==> src/design/bridge_pkg.sv <==
package bridge_pkg;

    // Framing
    localparam logic [7:0] sof_byte = 8'h5A;     // Host to device start byte

    // Status codes returned with every parsed frame
    localparam logic [7:0] status_ok      = 8'h00;
    localparam logic [7:0] status_crc_err = 8'h01;
    localparam logic [7:0] status_cmd_inv = 8'h02;
    localparam logic [7:0] status_timeout = 8'h04;

    // Size code 3 has no beat width
    localparam logic [1:0] size_reserved = 2'b11;

    // Serial timing, all in clk cycles
    localparam int clks_per_bit = 16;
    localparam int byte_clks    = 10 * clks_per_bit;  // Start, eight data, stop
    localparam int timeout_clks = 10 * byte_clks;     // Idle gap that aborts a frame

    // Receive buffering
    localparam int fifo_depth = 16;
    localparam int fifo_aw    = 4;       // log2 of fifo_depth
    localparam int max_data   = 64;      // 16 beats of 4 bytes

    // Command byte as sent on the wire, MSB first in the struct
    typedef struct packed {
        logic       rw;      // 1 means read
        logic       inc;     // Address increments per beat
        logic [1:0] size;    // 0, 1, 2 give 1, 2, 4 bytes per beat
        logic [3:0] len;     // Beats minus one
    } cmd_t;

    // Parsed frame held for the consumer
    typedef struct packed {
        cmd_t        cmd;
        logic [31:0] addr;       // Little-endian on the wire
        logic [6:0]  count;      // Data bytes received, 0 to 64
        logic [7:0]  status;
    } frame_t;

endpackage

==> src/design/uart_rx.sv <==
`timescale 1ns/1ps

module uart_rx (
    input  logic       clk,
    input  logic       rst,
    input  logic       rxd,
    output logic [7:0] byte_data,
    output logic       byte_strobe
);
    import bridge_pkg::*;

    typedef logic [$clog2(clks_per_bit)-1:0] tick_t;
    typedef enum logic [1:0] {rx_idle, rx_start, rx_data, rx_stop} rx_state_t;

    rx_state_t  state;
    logic       rxd_meta;
    logic       rxd_sync;
    tick_t      tick;
    logic [2:0] bit_idx;
    logic [7:0] shreg;
    logic       bit_mid;

    // Line idles high, so the synchronizer comes out of reset high
    always_ff @(posedge clk) begin
        if (rst) begin
            rxd_meta <= 1'b1;
            rxd_sync <= 1'b1;
        end else begin
            rxd_meta <= rxd;
            rxd_sync <= rxd_meta;
        end
    end

    assign bit_mid = (tick == tick_t'(clks_per_bit - 1));

    always_ff @(posedge clk) begin
        if (rst) begin
            state       <= rx_idle;
            tick        <= '0;
            bit_idx     <= '0;
            byte_strobe <= 1'b0;
        end else begin
            byte_strobe <= 1'b0;
            tick        <= tick + 1'b1;
            case (state)
                rx_idle: begin
                    tick <= '0;
                    if (!rxd_sync) begin
                        state <= rx_start;
                    end
                end
                // Sync flops and the idle check already cost four cycles of the half bit
                rx_start: begin
                    if (tick == tick_t'(clks_per_bit / 2 - 4)) begin
                        tick    <= '0;
                        bit_idx <= '0;
                        state   <= rxd_sync ? rx_idle : rx_data;  // High again means a glitch
                    end
                end
                rx_data: begin
                    if (bit_mid) begin
                        tick    <= '0;
                        bit_idx <= bit_idx + 1'b1;
                        if (bit_idx == 3'd7) begin
                            state <= rx_stop;
                        end
                    end
                end
                rx_stop: begin
                    if (bit_mid) begin
                        byte_strobe <= rxd_sync;      // Framing error drops the byte
                        state       <= rx_idle;
                    end
                end
                default: state <= rx_idle;
            endcase
        end
    end

    // LSB arrives first
    always_ff @(posedge clk) begin
        if (state == rx_data && bit_mid) begin
            shreg <= {rxd_sync, shreg[7:1]};
        end
    end

    assign byte_data = shreg;

endmodule

==> src/design/byte_fifo.sv <==
`timescale 1ns/1ps

module byte_fifo (
    input  logic       clk,
    input  logic       rst,
    input  logic [7:0] wr_data,
    input  logic       wr_en,
    input  logic       rd_en,
    output logic [7:0] head,
    output logic       empty
);
    import bridge_pkg::*;

    typedef logic [fifo_aw:0] occ_t;

    logic [7:0]         mem [fifo_depth];
    logic [fifo_aw-1:0] wr_ptr;
    logic [fifo_aw-1:0] rd_ptr;
    occ_t               count;
    logic               full;
    logic               push;
    logic               pop;

    assign empty = (count == '0);
    assign full  = (count == occ_t'(fifo_depth));
    assign push  = wr_en && !full;      // Overflow byte is lost
    assign pop   = rd_en && !empty;

    // Oldest entry is visible without a read cycle
    assign head = mem[rd_ptr];

    always_ff @(posedge clk) begin
        if (push) begin
            mem[wr_ptr] <= wr_data;
        end
    end

    // Pointers wrap on their own since the depth is a power of two
    always_ff @(posedge clk) begin
        if (rst) begin
            wr_ptr <= '0;
            rd_ptr <= '0;
            count  <= '0;
        end else begin
            if (push) begin
                wr_ptr <= wr_ptr + 1'b1;
            end
            if (pop) begin
                rd_ptr <= rd_ptr + 1'b1;
            end
            case ({push, pop})
                2'b10:   count <= count + 1'b1;
                2'b01:   count <= count - 1'b1;
                default: count <= count;
            endcase
        end
    end

endmodule

==> src/design/crc8_calc.sv <==
`timescale 1ns/1ps

module crc8_calc (
    input  logic       clk,
    input  logic       rst,
    input  logic       clear,
    input  logic       en,
    input  logic [7:0] data,
    output logic [7:0] crc
);

    logic [7:0] next_crc;

    // MSB-first CRC-8, x^8 + x^2 + x + 1, one whole byte per cycle
    always_comb begin
        next_crc = crc ^ data;
        for (int i = 0; i < 8; i++) begin
            if (next_crc[7]) begin
                next_crc = {next_crc[6:0], 1'b0} ^ 8'h07;
            end else begin
                next_crc = {next_crc[6:0], 1'b0};
            end
        end
    end

    always_ff @(posedge clk) begin
        if (rst || clear) begin
            crc <= 8'h00;        // Clear beats en
        end else if (en) begin
            crc <= next_crc;
        end
    end

endmodule

==> src/design/frame_parser.sv <==
`timescale 1ns/1ps

module frame_parser (
    input  logic              clk,
    input  logic              rst,
    input  logic [7:0]        head,
    input  logic              empty,
    input  logic [7:0]        crc,
    input  logic              frame_consumed,
    input  logic [5:0]        data_idx,
    output logic              rd_en,
    output logic              crc_clear,
    output logic              crc_en,
    output logic [7:0]        crc_byte,
    output bridge_pkg::frame_t frame,
    output logic              frame_valid,
    output logic              frame_error,
    output logic              parser_busy,
    output logic [7:0]        data_byte
);
    import bridge_pkg::*;

    typedef logic [$clog2(timeout_clks)-1:0] idle_cnt_t;
    typedef enum logic [3:0] {
        st_idle,
        st_cmd,
        st_addr0,
        st_addr1,
        st_addr2,
        st_addr3,
        st_data,
        st_crc,
        st_done,
        st_timeout
    } state_t;

    state_t      state;
    cmd_t        cmd_q;
    logic [31:0] addr_q;
    logic [6:0]  count_q;
    logic [7:0]  status_q;
    logic [7:0]  data_buf [max_data];
    logic [6:0]  exp_count;
    idle_cnt_t   idle_cnt;
    logic        pop;
    logic        in_frame;
    logic        holding;
    logic        timeout_hit;

    assign pop      = rd_en && !empty;
    assign in_frame = (state != st_idle) && !holding;
    assign holding  = (state == st_done) || (state == st_timeout);

    // Writes carry (len+1) beats of 1, 2 or 4 bytes; reads and reserved sizes none
    always_comb begin
        if (cmd_q.rw || cmd_q.size == size_reserved) begin
            exp_count = 7'd0;
        end else begin
            exp_count = ({3'b000, cmd_q.len} + 7'd1) << cmd_q.size;
        end
    end

    // Registered pop request, one cycle after a byte shows at head
    // Every other cycle at most, so rd_en never outlives the byte it asked for
    always_ff @(posedge clk) begin
        if (rst) begin
            rd_en <= 1'b0;
        end else begin
            rd_en <= !empty && !rd_en && !holding;
        end
    end

    // Idle line watchdog inside a frame, restarts while a byte waits
    always_ff @(posedge clk) begin
        if (rst || !in_frame || !empty) begin
            idle_cnt <= '0;
        end else begin
            idle_cnt <= idle_cnt + 1'b1;
        end
    end

    assign timeout_hit = in_frame && empty && (idle_cnt == idle_cnt_t'(timeout_clks - 1));

    always_ff @(posedge clk) begin
        if (rst) begin
            state    <= st_idle;
            count_q  <= '0;
            status_q <= status_ok;
        end else begin
            case (state)
                st_idle: begin
                    // Anything but the start byte is thrown away
                    if (pop && head == sof_byte) begin
                        state   <= st_cmd;
                        count_q <= '0;
                    end
                end
                st_cmd:   if (pop) state <= st_addr0;
                st_addr0: if (pop) state <= st_addr1;
                st_addr1: if (pop) state <= st_addr2;
                st_addr2: if (pop) state <= st_addr3;
                st_addr3: begin
                    if (pop) begin
                        state <= (exp_count == 7'd0) ? st_crc : st_data;
                    end
                end
                st_data: begin
                    if (pop) begin
                        count_q <= count_q + 7'd1;
                        if (count_q + 7'd1 == exp_count) begin
                            state <= st_crc;
                        end
                    end
                end
                st_crc: begin
                    // Status fixed on entry to done, command check first
                    if (pop) begin
                        state <= st_done;
                        if (cmd_q.size == size_reserved) begin
                            status_q <= status_cmd_inv;
                        end else if (head != crc) begin
                            status_q <= status_crc_err;
                        end else begin
                            status_q <= status_ok;
                        end
                    end
                end
                st_done, st_timeout: begin
                    if (frame_consumed) begin
                        state <= st_idle;
                    end
                end
                default: state <= st_idle;
            endcase
            if (timeout_hit) begin
                state    <= st_timeout;
                status_q <= status_timeout;
            end
        end
    end

    // Frame contents, loaded as their bytes are popped
    always_ff @(posedge clk) begin
        if (pop) begin
            case (state)
                st_cmd:   cmd_q         <= head;
                st_addr0: addr_q[7:0]   <= head;
                st_addr1: addr_q[15:8]  <= head;
                st_addr2: addr_q[23:16] <= head;
                st_addr3: addr_q[31:24] <= head;
                st_data:  data_buf[count_q[5:0]] <= head;
                default:  addr_q        <= addr_q;
            endcase
        end
    end

    // CRC runs over command, address and data only
    assign crc_clear = (state == st_idle);
    assign crc_en    = pop && (state != st_idle) && (state != st_crc);
    assign crc_byte  = head;

    assign frame = '{cmd: cmd_q, addr: addr_q, count: count_q, status: status_q};

    assign frame_valid = (state == st_done) && (status_q == status_ok);
    assign frame_error = (state == st_timeout)
                      || ((state == st_done) && (status_q != status_ok));
    assign parser_busy = (state != st_idle);

    assign data_byte = data_buf[data_idx];

endmodule

==> src/design/frame_rx_top.sv <==
`timescale 1ns/1ps

module frame_rx_top (
    input  logic               clk,
    input  logic               rst,
    input  logic               rxd,
    input  logic               frame_consumed,
    input  logic [5:0]         data_idx,
    output bridge_pkg::frame_t frame,
    output logic               frame_valid,
    output logic               frame_error,
    output logic               parser_busy,
    output logic [7:0]         data_byte
);

    logic [7:0] byte_data;
    logic       byte_strobe;
    logic [7:0] head;
    logic       empty;
    logic       rd_en;
    logic       crc_clear;
    logic       crc_en;
    logic [7:0] crc_byte;
    logic [7:0] crc;

    uart_rx u_uart_rx (
        .clk         (clk),
        .rst         (rst),
        .rxd         (rxd),
        .byte_data   (byte_data),
        .byte_strobe (byte_strobe)
    );

    // Absorbs bytes while a parsed frame waits for the consumer
    byte_fifo u_byte_fifo (
        .clk     (clk),
        .rst     (rst),
        .wr_data (byte_data),
        .wr_en   (byte_strobe),
        .rd_en   (rd_en),
        .head    (head),
        .empty   (empty)
    );

    crc8_calc u_crc8_calc (
        .clk   (clk),
        .rst   (rst),
        .clear (crc_clear),
        .en    (crc_en),
        .data  (crc_byte),
        .crc   (crc)
    );

    frame_parser u_frame_parser (
        .clk            (clk),
        .rst            (rst),
        .head           (head),
        .empty          (empty),
        .crc            (crc),
        .frame_consumed (frame_consumed),
        .data_idx       (data_idx),
        .rd_en          (rd_en),
        .crc_clear      (crc_clear),
        .crc_en         (crc_en),
        .crc_byte       (crc_byte),
        .frame          (frame),
        .frame_valid    (frame_valid),
        .frame_error    (frame_error),
        .parser_busy    (parser_busy),
        .data_byte      (data_byte)
    );

endmodule

==> config.mk <==
export PLATFORM = sky130hd
export DESIGN_NAME = frame_rx_top
export DESIGN_NICKNAME = d
export VERILOG_FILES = /design/src/design/bridge_pkg.sv /design/src/design/uart_rx.sv /design/src/design/byte_fifo.sv /design/src/design/crc8_calc.sv /design/src/design/frame_parser.sv /design/src/design/frame_rx_top.sv
export SDC_FILE = /design/constraint.sdc
export NUM_CORES = 1
export LEC_CHECK = 0
export BUFFER_PORTS_ARGS = -buffer_cell sky130_fd_sc_hd__clkbuf_2
export CORE_MARGIN = 5
export CORE_UTILIZATION = 30
export CTS_CLUSTER_SIZE = 40
export DETAILED_ROUTE_END_ITERATION = 8
export MAX_ROUTING_LAYER = met4
export PLACE_DENSITY = 0.45
export SLEW_MARGIN = 20
export SYNTH_ARGS = -nofsm -noshare
export SYNTH_HDL_FRONTEND = slang
export SYNTH_HIERARCHICAL = 1
export SYNTH_SLANG_ARGS = --single-unit
==> constraint.sdc <==
create_clock -name clk -period 11.74 [get_ports clk]
set_input_delay 1.761 -clock clk [delete_from_list [all_inputs] [get_ports clk]]
set_output_delay 1.761 -clock clk [all_outputs]
set_load 0.1 [all_outputs]
## Word level (Yosys, flattened, before mapping)

Memory sizes are Yosys's and may differ from the RTL's. A register that Yosys moved wholly into a read port is not among the register bits.
Index checks and enable logic that the tools add are counted.

- Memory bits (writable): 640
- Memories kept: 2
- Bits in registers: 112
- Word-level logic and storage cells: 200
- Output and inout port bits: 66

Memories:

| name | depth | width | read ports | clocked after Yosys merged registers in | write ports | RTL line | RTL |
|---|---|---|---|---|---|---|---|
| u_frame_parser.data_buf | 64 | 8 | 1 | 0 | 1 | frame_parser.sv:42 | `logic [7:0] data_buf [max_data];` |
| u_byte_fifo.mem | 16 | 8 | 1 | 1 | 1 | byte_fifo.sv:16 | `logic [7:0] mem [fifo_depth];` |

- Add/subtract/negate cells: 9
- Eq/ne operators: 49
- Muxes and demuxes: 51
- Reduce and logical (&&, ||, !) cells: 51
- Shifts and indexed selects: 1
- Bitwise logic cells: 11

Operators with widths:

| kind | count |
|---|---|
| 4-bit 2-to-1 mux | 15 |
| 3-bit 2-to-1 mux | 13 |
| 4-bit one-hot mux with 9 select lines | 1 |
| 3-bit by 2-bit inequality test with 1-bit output (second input constant) | 8 |
| 3-bit inverter | 8 |
| 7-bit 2-to-1 mux | 3 |
| 4-bit by 3-bit equality test with 1-bit output (second input constant) | 5 |
| 10-bit AND reduction | 2 |
| 2-bit inequality test (second input constant) | 9 |
| 2-bit 2-to-1 mux | 7 |
| 7-bit one-hot mux with 2 select lines | 1 |
| 2-bit AND reduction | 7 |
| 1-bit logical AND | 13 |
| 4-bit by 1-bit adder with 4-bit output (second input constant) | 3 |
| 4-bit equality test (second input constant) | 3 |
| 2-bit by 1-bit inequality test with 1-bit output (second input constant) | 6 |
| 4-bit one-hot mux with 3 select lines | 1 |
| 11-bit by 1-bit adder with 11-bit output (second input constant) | 1 |
| 11-bit equality test (second input constant) | 1 |
| 5-bit one-hot mux with 2 select lines | 1 |
| 2-bit nonzero test | 5 |
| 2-bit equality test (second input constant) | 4 |
| 4-bit by 2-bit equality test with 1-bit output (second input constant) | 2 |
| 8-bit by 7-bit equality test with 1-bit output (second input constant) | 1 |
| 32 further kinds | 52 |

## Longest topological paths before layout

Gate-level depths: netlist (run 1).

- Depth after elaboration: 17
- Depth in mapped cells: 13
- Gate-level depth less buffers: 10

## Modules after synthesis

The synthesis (run 1) kept the hierarchy.

By module, submodules not included:

| module | sequential area each (um^2) | instances | cells an instance | area each (um^2) |
|---|---|---|---|---|
| frame_parser | 17,096.4 | 1 | 1,138 | 22,937.0 |
| byte_fifo | 4,184.0 | 1 | 329 | 5,875.6 |
| uart_rx | 480.5 | 1 | 72 | 850.8 |
| crc8_calc | 160.2 | 1 | 52 | 576.8 |

## Least setup slack after synthesis (run 1)

OpenSTA, ideal clock, no wires.

- Path kind: input -> output
- Start point: in data_idx[0]
- End point: out data_byte[1]
- Path buffers: 3
- Data arrival time: 4.373 ns
- Stages on the path: 7
- Required time: 9.979 ns
- Slack: 5.606 ns
- Cells stage by stage: buf_2 buf_4 buf_2 mux4_2 mux4_2 mux2i_1 o21ai_1

- Longest elaborated chain between the ends: 1

RTL lines:

| what | RTL line | RTL |
|---|---|---|
| start: declaration | frame_rx_top.sv:8 | `input logic [5:0] data_idx,` |
| memory 64 x 8 bit | -- |  |
| end: declaration | frame_rx_top.sv:13 | `output logic [7:0] data_byte` |

Every way passes these cells.

## Final worst setup path (run 1)

- Start point: in data_idx[0]
- End point: out data_byte[5]

Same word-level chain as after synthesis.

==> results.cfg, run 1 <==
[outcome]
status = finished clean

[synthesis]
synth_xor_area_frac = 0.02110
yosys.area_share.adder = 0.006206
synth_area_leaders = edfxtp_1, mux4_2, dfxtp_1
netlist.top_cell.by_area = edfxtp_1
ys_warn_count = 6
synth_compound_area_frac = 0.02789
synth-seq-area-share = 0.7249
synth_area_per_cell_sq_um = 19.01
synth_top_area_share = 0.6832
synth_ff_type = edfxtp_1
syn_area_sq_um = 30240
synthArstFlopShare = 0
synth_top_family_by_area = multiplexers
synth_cell_types = 76
ys_seq_elements = 751
syn_inst = 1591
synth_edf_count = 688
synth-simple-area-share = 0.05222
synth_mux_area_frac = 0.1497

[timing]
fmax_mhz = 145.3
finalSetupViolCount = 0
finalHoldViolCount = 0
clock-skew-final_ps = 30.52
tightestPinTransition_ps = 1157
drv_slew = 0
rsz0062_at_grt = no
tns_ps = 0
fin_crit_sh = 0.5861
max-slew-margin-rel = 0.2259
layout_min_cycle_time_ps = 6880

[grt]
grt_pass1_wl_microns = 110800
overflow = 0
grt_pass1_vias = 16050
grt_antenna_before_repair = 1
grt_max_degree = 75
globalRouteTotalUtil = 0.1434

[routing]
wl_met3_microns = 4104
post_drt_wl_per_cell_microns = 24.83
m1WireLength_microns = 32940
highest_layer = met4
antenna_left = 0
wl_microns = 75460
vias = 15360
viasPerCell = 5.055
remaining_drc_errors = 0
dr_wl_met2_microns = 36660
firstDrtPassIters = 6
drt_iter0_drc = 1235

[clock_tree]
cts_tree = done
clock_path_buffers = 3
cts_setup_buffers = 0
cts_htree_levels = 3
clk-insertion-delay-late_ps = 640
cts-root-buf = clkbuf_16
clock_sinks = 751
hold_buffers = 0
cts_resized = 0
clk_pin_slew_worst_paths_ps = 60
cts-buffers-inserted = 82

[power]
p_total_mw = 5.827
seq_power_share = 0.507
ir_drop_mv = 0.1047
clock_power_share = 0.427
intPower_mw = 4.481
power.switching_mw = 1.346
p_per_area_nw_per_um2 = 168.3
leakage_nw = 10.78
switching_share = 0.2310
p_comb_frac = 0.065

[finish]
drive_above_1_share = 0.2605
area_growth_pct = 14.50
final_common_cell = edfxtp_1
fin_nets = 1697
final_cell_mix = edfxtp_1, mux4_2, nor2_1
fin_util = 0.3458
nFillCells = 9410
stdcell_count = 3039

[setup_path]
critPathCaptureType = output port
worstPathRequired_ps = 9980
path_max_fanout = 55
worst_path_largest_cell_delay_ps = 840
crit_top_cell = mux4_2
start_kind = input pin
crit_slowest_cell = buf_4
cp_cell_sequence = clkbuf_8 -> buf_4 -> mux4_2 -> mux4_2 -> mux2_2 -> nand2_1 -> o21ai_1 -> clkbuf_2
crit_type = in -> out
crit_arrival_ps = 5120

[floorplan]
start_util = 0.3020
die_h_microns = 327.5
rows = 116
core_area_sq_um = 100100
pin_count = 76
die_area_sq_um = 107300
dieWidth_microns = 327.5

[place]
finalWeightedCongestion = 0.7252
port_buffers = 70
dp_hpwl_microns = 45050
place_inst = 2886

[hold_path]
hold_class = reg -> reg

[job]
max-cap-violations = 0
==> synth_stat cells (4+ instances only) <==
cell type,instances
edfxtp_1,688
mux4_2,194
nor2_1,142
dfxtp_1,63
clkbuf_1,51
nand2_1,43
a21oi_1,28
xor2_1,28
nand3_1,25
xnor2_1,23
buf_4,19
o21ai_0,18
a22oi_1,17
buf_2,15
ha_1,15
inv_1,15
nor3_1,15
nand2b_1,12
nor2b_1,12
or3_1,10
buf_1,9
mux2i_1,9
nor4_1,9
a211oi_1,8
mux2_2,6
nand3b_1,6
nand4_1,6
o21ai_1,6
or2_2,6
xnor3_1,6
and3_1,5
o2111ai_1,5
o21a_1,5
and4b_1,4
o221ai_1,4
or3b_2,4
==> cell type report <==
| type | count | area [sq um] | share of cell area |
|---|---|---|---|
| Sequential cell | 751 | 21920 | 0.6331 |
| Multi-Input combinational cell | 730 | 7900 | 0.2282 |
| Clock buffer | 100 | 2130 | 0.06150 |
| Tap cell | 1298 | 1624 | 0.04690 |
| Timing Repair Buffer | 90 | 511.7 | 0.01478 |
| Clock inverter | 51 | 469.2 | 0.01355 |
| Inverter | 17 | 63.81 | 0.001843 |
| Antenna cell | 2 | 5.005 | 0.0001445 |
==> final timing paths <==
kind,start,end,slack (ps),depth (start not counted)
setup / recovery,data_idx[0],data_byte[5],4860,8
hold / removal,u_uart_rx/rxd_meta,u_uart_rx/rxd_sync,410,1
setup reg to reg,flip-flop,u_frame_parser/state[1],7360,11
hold reg to reg,u_uart_rx/rxd_meta,u_uart_rx/rxd_sync,410,1
==> per-stage QoR <==
stage	hold slack [ps]	setup WS, ps	instance area [sq um]
after floorplan	389.5	5606	30260
after global placement	396.4	4677	31980
after detailed placement	398.8	4663	32010
after CTS	413.7	4669	34610
after global routing	423.1	4571	34620
final	411.0	4860	34630
==> metal layers <==
metal  vias to the layer above  track usage
met5                         -            -
met4                         0      0.03467
met3                       128      0.02523
met2                       436       0.2317
met1                      8200       0.1907
li1                       6599            -
==> critical path: cells and delay by family <==
family / cells / cell delay [ps]
compound gates: 1 / 90
buf+inv: 3 / 1770
mux: 3 / 1340
simple gates: 1 / 110
==> power groups by stage <==
stage	sequential [mW]	clock [mW]	combinational, mW
2_1_floorplan	3.00	0	0.296
3_3_place_gp	3.01	0	0.385
5_1_grt	2.96	2.68	0.412
3_5_place_dp	3.01	0	0.390
6_report	2.96	2.49	0.381
4_1_cts	2.96	2.56	0.391
==> kinds of logic after synthesis <==
| family | count (synthesis) |
|---|---|
| AO/OA/AOI/OAI | 121 |
| buffers and inverters | 114 |
| XOR/XNOR | 60 |
| adder cells (fa/ha/maj) | 15 |
| AND/OR/NAND/NOR | 320 |
| other | 1 |
| multiplexers | 209 |
| flip-flops | 751 |
==> registers in the layout, summed over array words and instances (netlist names), named ones only <==
| name | count |
|---|---|
| u_byte_fifo/count | 5 |
| u_byte_fifo/mem | 128 |
| u_byte_fifo/rd_ptr | 4 |
| u_byte_fifo/wr_ptr | 4 |
| u_crc8_calc/crc | 8 |
| u_frame_parser/addr_q | 32 |
| u_frame_parser/count_q | 7 |
| u_frame_parser/data_buf | 512 |
| u_frame_parser/frame | 8 |
| u_frame_parser/idle_cnt | 11 |
| u_frame_parser/rd_en | 1 |
| u_frame_parser/state | 4 |
| u_frame_parser/status_q | 3 |
| u_uart_rx/bit_idx | 3 |
| u_uart_rx/byte_data | 8 |
| u_uart_rx/byte_strobe | 1 |
| u_uart_rx/rxd_meta | 1 |
| u_uart_rx/rxd_sync | 1 |
| u_uart_rx/state | 1 |
| u_uart_rx/tick | 4 |
No activity file was read; power rests on OpenSTA's default activity.
==> run 2, diff against run 1 <==
==> constraint.sdc (replaced) <==
create_clock -name clk -period 6.85 [get_ports clk]
set_input_delay 1.0275 -clock clk [delete_from_list [all_inputs] [get_ports clk]]
set_output_delay 1.0275 -clock clk [all_outputs]
set_load 0.1 [all_outputs]
==> results.cfg, run 2 (synthesis gave the netlist of run 1 again) <==
[place]
dp_hpwl_microns = 44670
finalWeightedCongestion = 0.7577
post-place-ws_ps = 1750
port_buffers = 70

[routing]
drt_iter0_drc = 1154
wl_met3_microns = 3632
m1WireLength_microns = 32570
remaining_drc_errors = 0
highest_layer = met4
wl_microns = 73720
vias = 15180
viasPerCell = 4.996
dr_wl_met2_microns = 35630
firstDrtPassIters = 5
antenna_left = 0
post_drt_wl_per_cell_microns = 24.26

[clock_tree]
cts_htree_levels = 3
clock_path_buffers = 3
clock_sinks = 751
cts_resized = 0
clk-insertion-delay-late_ps = 640
cts_setup_buffers = 0
clk_pin_slew_worst_paths_ps = 60
hold_buffers = 0
cts-buffers-inserted = 80
cts-root-buf = clkbuf_16
cts_tree = done

[setup_path]
path_max_fanout = 58
r2r-end = u_frame_parser/state[1]
crit_slowest_cell = clkbuf_8
worstPathRequired_ps = 5820
r2r_cells = 11
crit_type = in -> out
reg2reg_slack_ps = 2240
cp_cell_sequence = clkbuf_8 -> buf_12 -> mux4_2 -> mux4_2 -> mux4_2 -> clkbuf_2
worst_path_largest_cell_delay_ps = 560
crit_top_cell = mux4_2
start_kind = input pin
crit_arrival_ps = 4020
critPathCaptureType = output port

[finish]
final_common_cell = edfxtp_1
largest_reg_flops = 512
nFillCells = 9406
drive_above_1_share = 0.2628
area_growth_pct = 15.06
multi_input_area_sq_um = 7873
register_area_sq_um = 21920
final_cell_mix = edfxtp_1, mux4_2, nor2_1
fin_nets = 1698

[timing]
fin_ws_ps = 1798
clock-skew-final_ps = 30.51
tns_ps = 0
max-slew-margin-rel = 0.2590
finalSetupViolCount = 0
tightestPinTransition_ps = 1107
rsz0062_at_grt = no
layout_min_cycle_time_ps = 5052
drv_slew = 0
fin_crit_sh = 0.7375
fmax_mhz = 198.0
finalHoldViolCount = 0

[power]
p_per_area_nw_per_um2 = 293.3
leakage_nw = 10.90
ir_drop_mv = 0.1829

[grt]
overflow = 0
grt_pass1_wl_microns = 108800
grt_pass1_vias = 15750
grt_antenna_before_repair = 1
grt_max_degree = 75
globalRouteTotalUtil = 0.1409

[hold_path]
min_path_cells = 1
hold_class = reg -> reg
hold_start = u_uart_rx/rxd_meta
holdPathEnd = u_uart_rx/rxd_sync

[outcome]
status = finished clean

[floorplan]
die_area_sq_um = 107300
dieWidth_microns = 327.5
pin_count = 76
die_h_microns = 327.5
core_area_sq_um = 100100
start_util = 0.3020
rows = 116

[job]
max-cap-violations = 0
## run 2: cell types whose count changed in the layout (fill, tap and decap cells not counted), sizes merged
cell      previous run  this run
clkinv              37        30
bufinv               5        11
buf                 21        24
clkinvlp             6         5
diode                2         1
inv                 20        19
## run 2: critical path: cells and delay by family
| kind | cells | cell delay, ps |
|---|---|---|
| multiplexers | 3 | 1590 |
| buffers and inverters | 3 | 1270 |
## run 2: worst max-delay path by stage
| stage | slack (ps) | from | end |
|---|---|---|---|
| 3_5_place_dp | 1750 | data_idx[0] | data_byte[7] |
| 5_1_grt | 1620 | data_idx[0] | data_byte[7] |
| 4_1_cts | 1740 | data_idx[0] | data_byte[7] |
| 6_report | 1800 | data_idx[0] | data_byte[7] |
| 2_1_floorplan | 2180 | data_idx[0] | data_byte[1] |
| 3_3_place_gp | 1740 | data_idx[0] | data_byte[1] |
## run 2: final cells by class
type	instances	area share
inverters	17	0.001834
repair buffers	93	0.01679
well taps	1298	0.04668
flip-flops and latches	751	0.6300
multi-input cells	730	0.2263
clock inverters	48	0.01654
diodes	1	0.00007192
clock buffers	100	0.06178
## run 2: metrics by stage
step	power, mW	instance area [sq um]	std cells	hold slack (ps)	util
floorplan	5.650	30260	1595	389.5	-
global placement	5.829	32060	2889	395.9	0.3201
detailed placement	5.838	32060	2889	393.7	0.3201
CTS	10.36	34780	3037	410.6	0.3473
global route	10.58	34790	3037	444.8	0.3474
finish	10.20	34790	3038	407.2	0.3474
## run 2: metal layers
layer,global-route usage,vias up
met4,0.03774,0
met5,-,-
met2,0.2239,375
met3,0.02808,122
met1,0.1868,8101
li1,-,6580
## run 2: power by group
group	switching (mW)	internal (mW)	total, mW
Combinational	0.422	0.232	0.653
Sequential	0.0446	5.03	5.07
Clock	1.82	2.66	4.48
==> run 3, diff against run 2 <==
--- a/config.mk
+++ b/config.mk
@@ -5,13 +5,14 @@
 export SDC_FILE = /design/constraint.sdc
 export NUM_CORES = 1
 export LEC_CHECK = 0
+export ABC_AREA = 1
 export BUFFER_PORTS_ARGS = -buffer_cell sky130_fd_sc_hd__clkbuf_2
 export CORE_MARGIN = 5
 export CORE_UTILIZATION = 30
 export CTS_CLUSTER_SIZE = 40
 export DETAILED_ROUTE_END_ITERATION = 8
 export MAX_ROUTING_LAYER = met4
-export PLACE_DENSITY = 0.45
+export PLACE_DENSITY = 0.47
 export SLEW_MARGIN = 20
 export SYNTH_ARGS = -nofsm -noshare
 export SYNTH_HDL_FRONTEND = slang
==> constraint.sdc (replaced) <==
create_clock -name clk -period 4.45 [get_ports clk]
set_input_delay 0.6675 -clock clk [delete_from_list [all_inputs] [get_ports clk]]
set_output_delay 0.6675 -clock clk [all_outputs]
set_load 0.1 [all_outputs]
==> results.cfg, run 3 <==
[clock_tree]
clk_pin_slew_worst_paths_ps = 60
clock_path_buffers = 3
clk-insertion-delay-late_ps = 650
cts_htree_levels = 3
cts_resized = 0
hold_buffers = 0
cts_tree = done
clock_sinks = 751
cts-root-buf = clkbuf_16
cts-buffers-inserted = 84
cts_setup_buffers = 0

[finish]
stdcell_count = 4126
drive_above_1_share = 0.1206
fin_util = 0.3508
largest_reg_flops = 512
area_growth_pct = 16.56
final_cell_mix = edfxtp_1, nor2_1, o21ai_0
final_common_cell = edfxtp_1
fin_nets = 2705

[floorplan]
rows = 118
dieWidth_microns = 331.8
die_area_sq_um = 110100
pin_count = 76
start_util = 0.3010
core_area_sq_um = 103200
die_h_microns = 331.8

[setup_path]
crit_arrival_ps = 3220
crit_type = in -> out
reg2reg_slack_ps = 910
worstPathRequired_ps = 3780
endpoint = data_byte[4]
crit_top_cell = o211ai_1
path_buf_inv = 5
start_kind = input pin
crit_slowest_cell = inv_6
critPathCaptureType = output port
crit_start = data_idx[0]
r2r-end = u_frame_parser/data_buf[45][5]
path_max_fanout = 73
r2r_cells = 10
critPathTopFamily = buffers and inverters
r2r_start = u_byte_fifo/count[0]
cp_cell_sequence = buf_6 -> inv_6 -> buf_12 -> buf_4 -> o21ai_0 -> o22ai_1 -> or2_0 -> o211ai_1 -> o211ai_1 -> o211ai_1 -> nand2_1 -> buf_12
cp_num_cells = 12
worst_path_largest_cell_delay_ps = 460

[synthesis]
synth_ff_type = edfxtp_1
ys_seq_elements = 751
yosys-top-cells-count = edfxtp_1, nor2_1, o21ai_0, nand2_1, o22ai_1
ys_warn_count = 6
synth_area_per_cell_sq_um = 12.02
synth_top_area_share = 0.6652
synth-seq-area-share = 0.7058
synthArstFlopShare = 0
netlist.top_cell.by_area = edfxtp_1
synth_most_common_cell = edfxtp_1
syn_area_sq_um = 31060
synth_edf_count = 688
synth_cell_types = 51
syn_inst = 2584
synth_area_leaders = edfxtp_1, nor2_1, o21ai_0

[place]
place_inst = 3974
port_buffers = 70
post-place-ws_ps = 562.7
dp_hpwl_microns = 53030
finalWeightedCongestion = 0.8423

[grt]
grt_pass1_vias = 20590
grt_pass1_wl_microns = 130200
grt_max_degree = 97
overflow = 0
globalRouteTotalUtil = 0.1574
grt_antenna_before_repair = 4

[timing]
rsz0062_at_grt = no
clock-skew-final_ps = 25.64
drv_slew = 0
fmax_mhz = 257.5
holdWs_ps = 209.9
finalSetupViolCount = 0
max-slew-margin-rel = 0.3283
fin_crit_sh = 0.8727
tns_ps = 0
fin_ws_ps = 566.6
finalHoldViolCount = 0
layout_min_cycle_time_ps = 3883
tightestPinTransition_ps = 1008

[routing]
vias = 20680
wl_met3_microns = 4747
m1WireLength_microns = 38360
firstDrtPassIters = 7
post_drt_wl_per_cell_microns = 21.10
viasPerCell = 5.013
dr_wl_met2_microns = 40800
antenna_left = 0
remaining_drc_errors = 0
highest_layer = met4
drt_iter0_drc = 1735
wl_microns = 87050

[hold_path]
hold_class = in -> reg

[power]
p_per_area_nw_per_um2 = 443.6
ir_drop_mv = 0.3461
leakage_nw = 12.08

[outcome]
status = finished clean

[job]
max-cap-violations = 0
[run 3: cell types whose count changed in the layout (fill, tap and decap cells not counted), moves of 23 or more]
cell / before / now
nand2_1: 35 / 174
a21oi_1: 28 / 59
buf_4: 20 / 78
mux4_2: 194 / 0
inv_1: 15 / 131
mux2i_1: 9 / 32
nand3_1: 25 / 76
o21ai_1: 6 / 39
o22ai_1: 2 / 134
o211ai_1: 2 / 49
o21ai_0: 18 / 334
nor2_1: 138 / 469
[run 3: cell type report]
type                       count  area [sq um]
timing repair buffer         155          1217
clock buffer                  96          2190
clock inverter                55         685.7
fill                       10010         67000
multi-input combinational   1541          7895
inverter                     147         560.5
antenna                        1         2.502
sequential                   751         21920
tap                         1380          1727
[run 3: cells by family (layout without fill, tap and decap cells)]
| group | Yosys count | after routing | share of synthesized area |
|---|---|---|---|
| simple gates | 805 | 805 | 0.1074 |
| buf+inv | 296 | 453 | 0.04270 |
| compound gates | 659 | 659 | 0.1204 |
| other cells | 1 | 6 | 0.0001207 |
| mux | 32 | 32 | 0.01031 |
| xor+xnor | 25 | 25 | 0.007291 |
| fa+ha+maj | 15 | 15 | 0.006043 |
| flops | 751 | 751 | 0.7058 |
[run 3: layer usage]
metal,vias up,GRT usage
met2,624,0.2470
met3,174,0.02731
met5,-,-
met1,10330,0.2063
li1,9557,-
met4,0,0.05779
[run 3: worst min-delay path by stage]
stage                             from                  to  slack [ps]  cells after the start
finish                             rxd  u_uart_rx/rxd_meta         210                      2
global route                       rxd  u_uart_rx/rxd_meta         190                      2
CTS                                rxd  u_uart_rx/rxd_meta         170                      2
global placement    u_uart_rx/rxd_meta  u_uart_rx/rxd_sync         410                      1
detailed placement  u_uart_rx/rxd_meta  u_uart_rx/rxd_sync         400                      1
floorplan           u_uart_rx/rxd_meta  u_uart_rx/rxd_sync         380                      1
[run 3: where the power goes]
group | leakage (nW) | total, mW | switching [mW] | internal, mW
combinational | 3.98 | 1.16 | 0.879 | 0.285
sequential | 6.69 | 7.67 | 0.0558 | 7.61
clock | 1.41 | 7.22 | 2.86 | 4.36
[run 3: metrics by stage]
stage	instance area (sq um)	total power, mW
after floorplan	31070	8.626
after global placement	33320	8.960
after detailed placement	33320	8.977
after CTS	36200	16.25
after global routing	36200	16.63
final	36200	16.06
[run 3: worst register-to-register path: cells and delay by family, from the launching register on]
family	cells	cell delay [ps]
and+or+nand+nor	7	2390
DFF	1	420
buffers and inverters	3	370
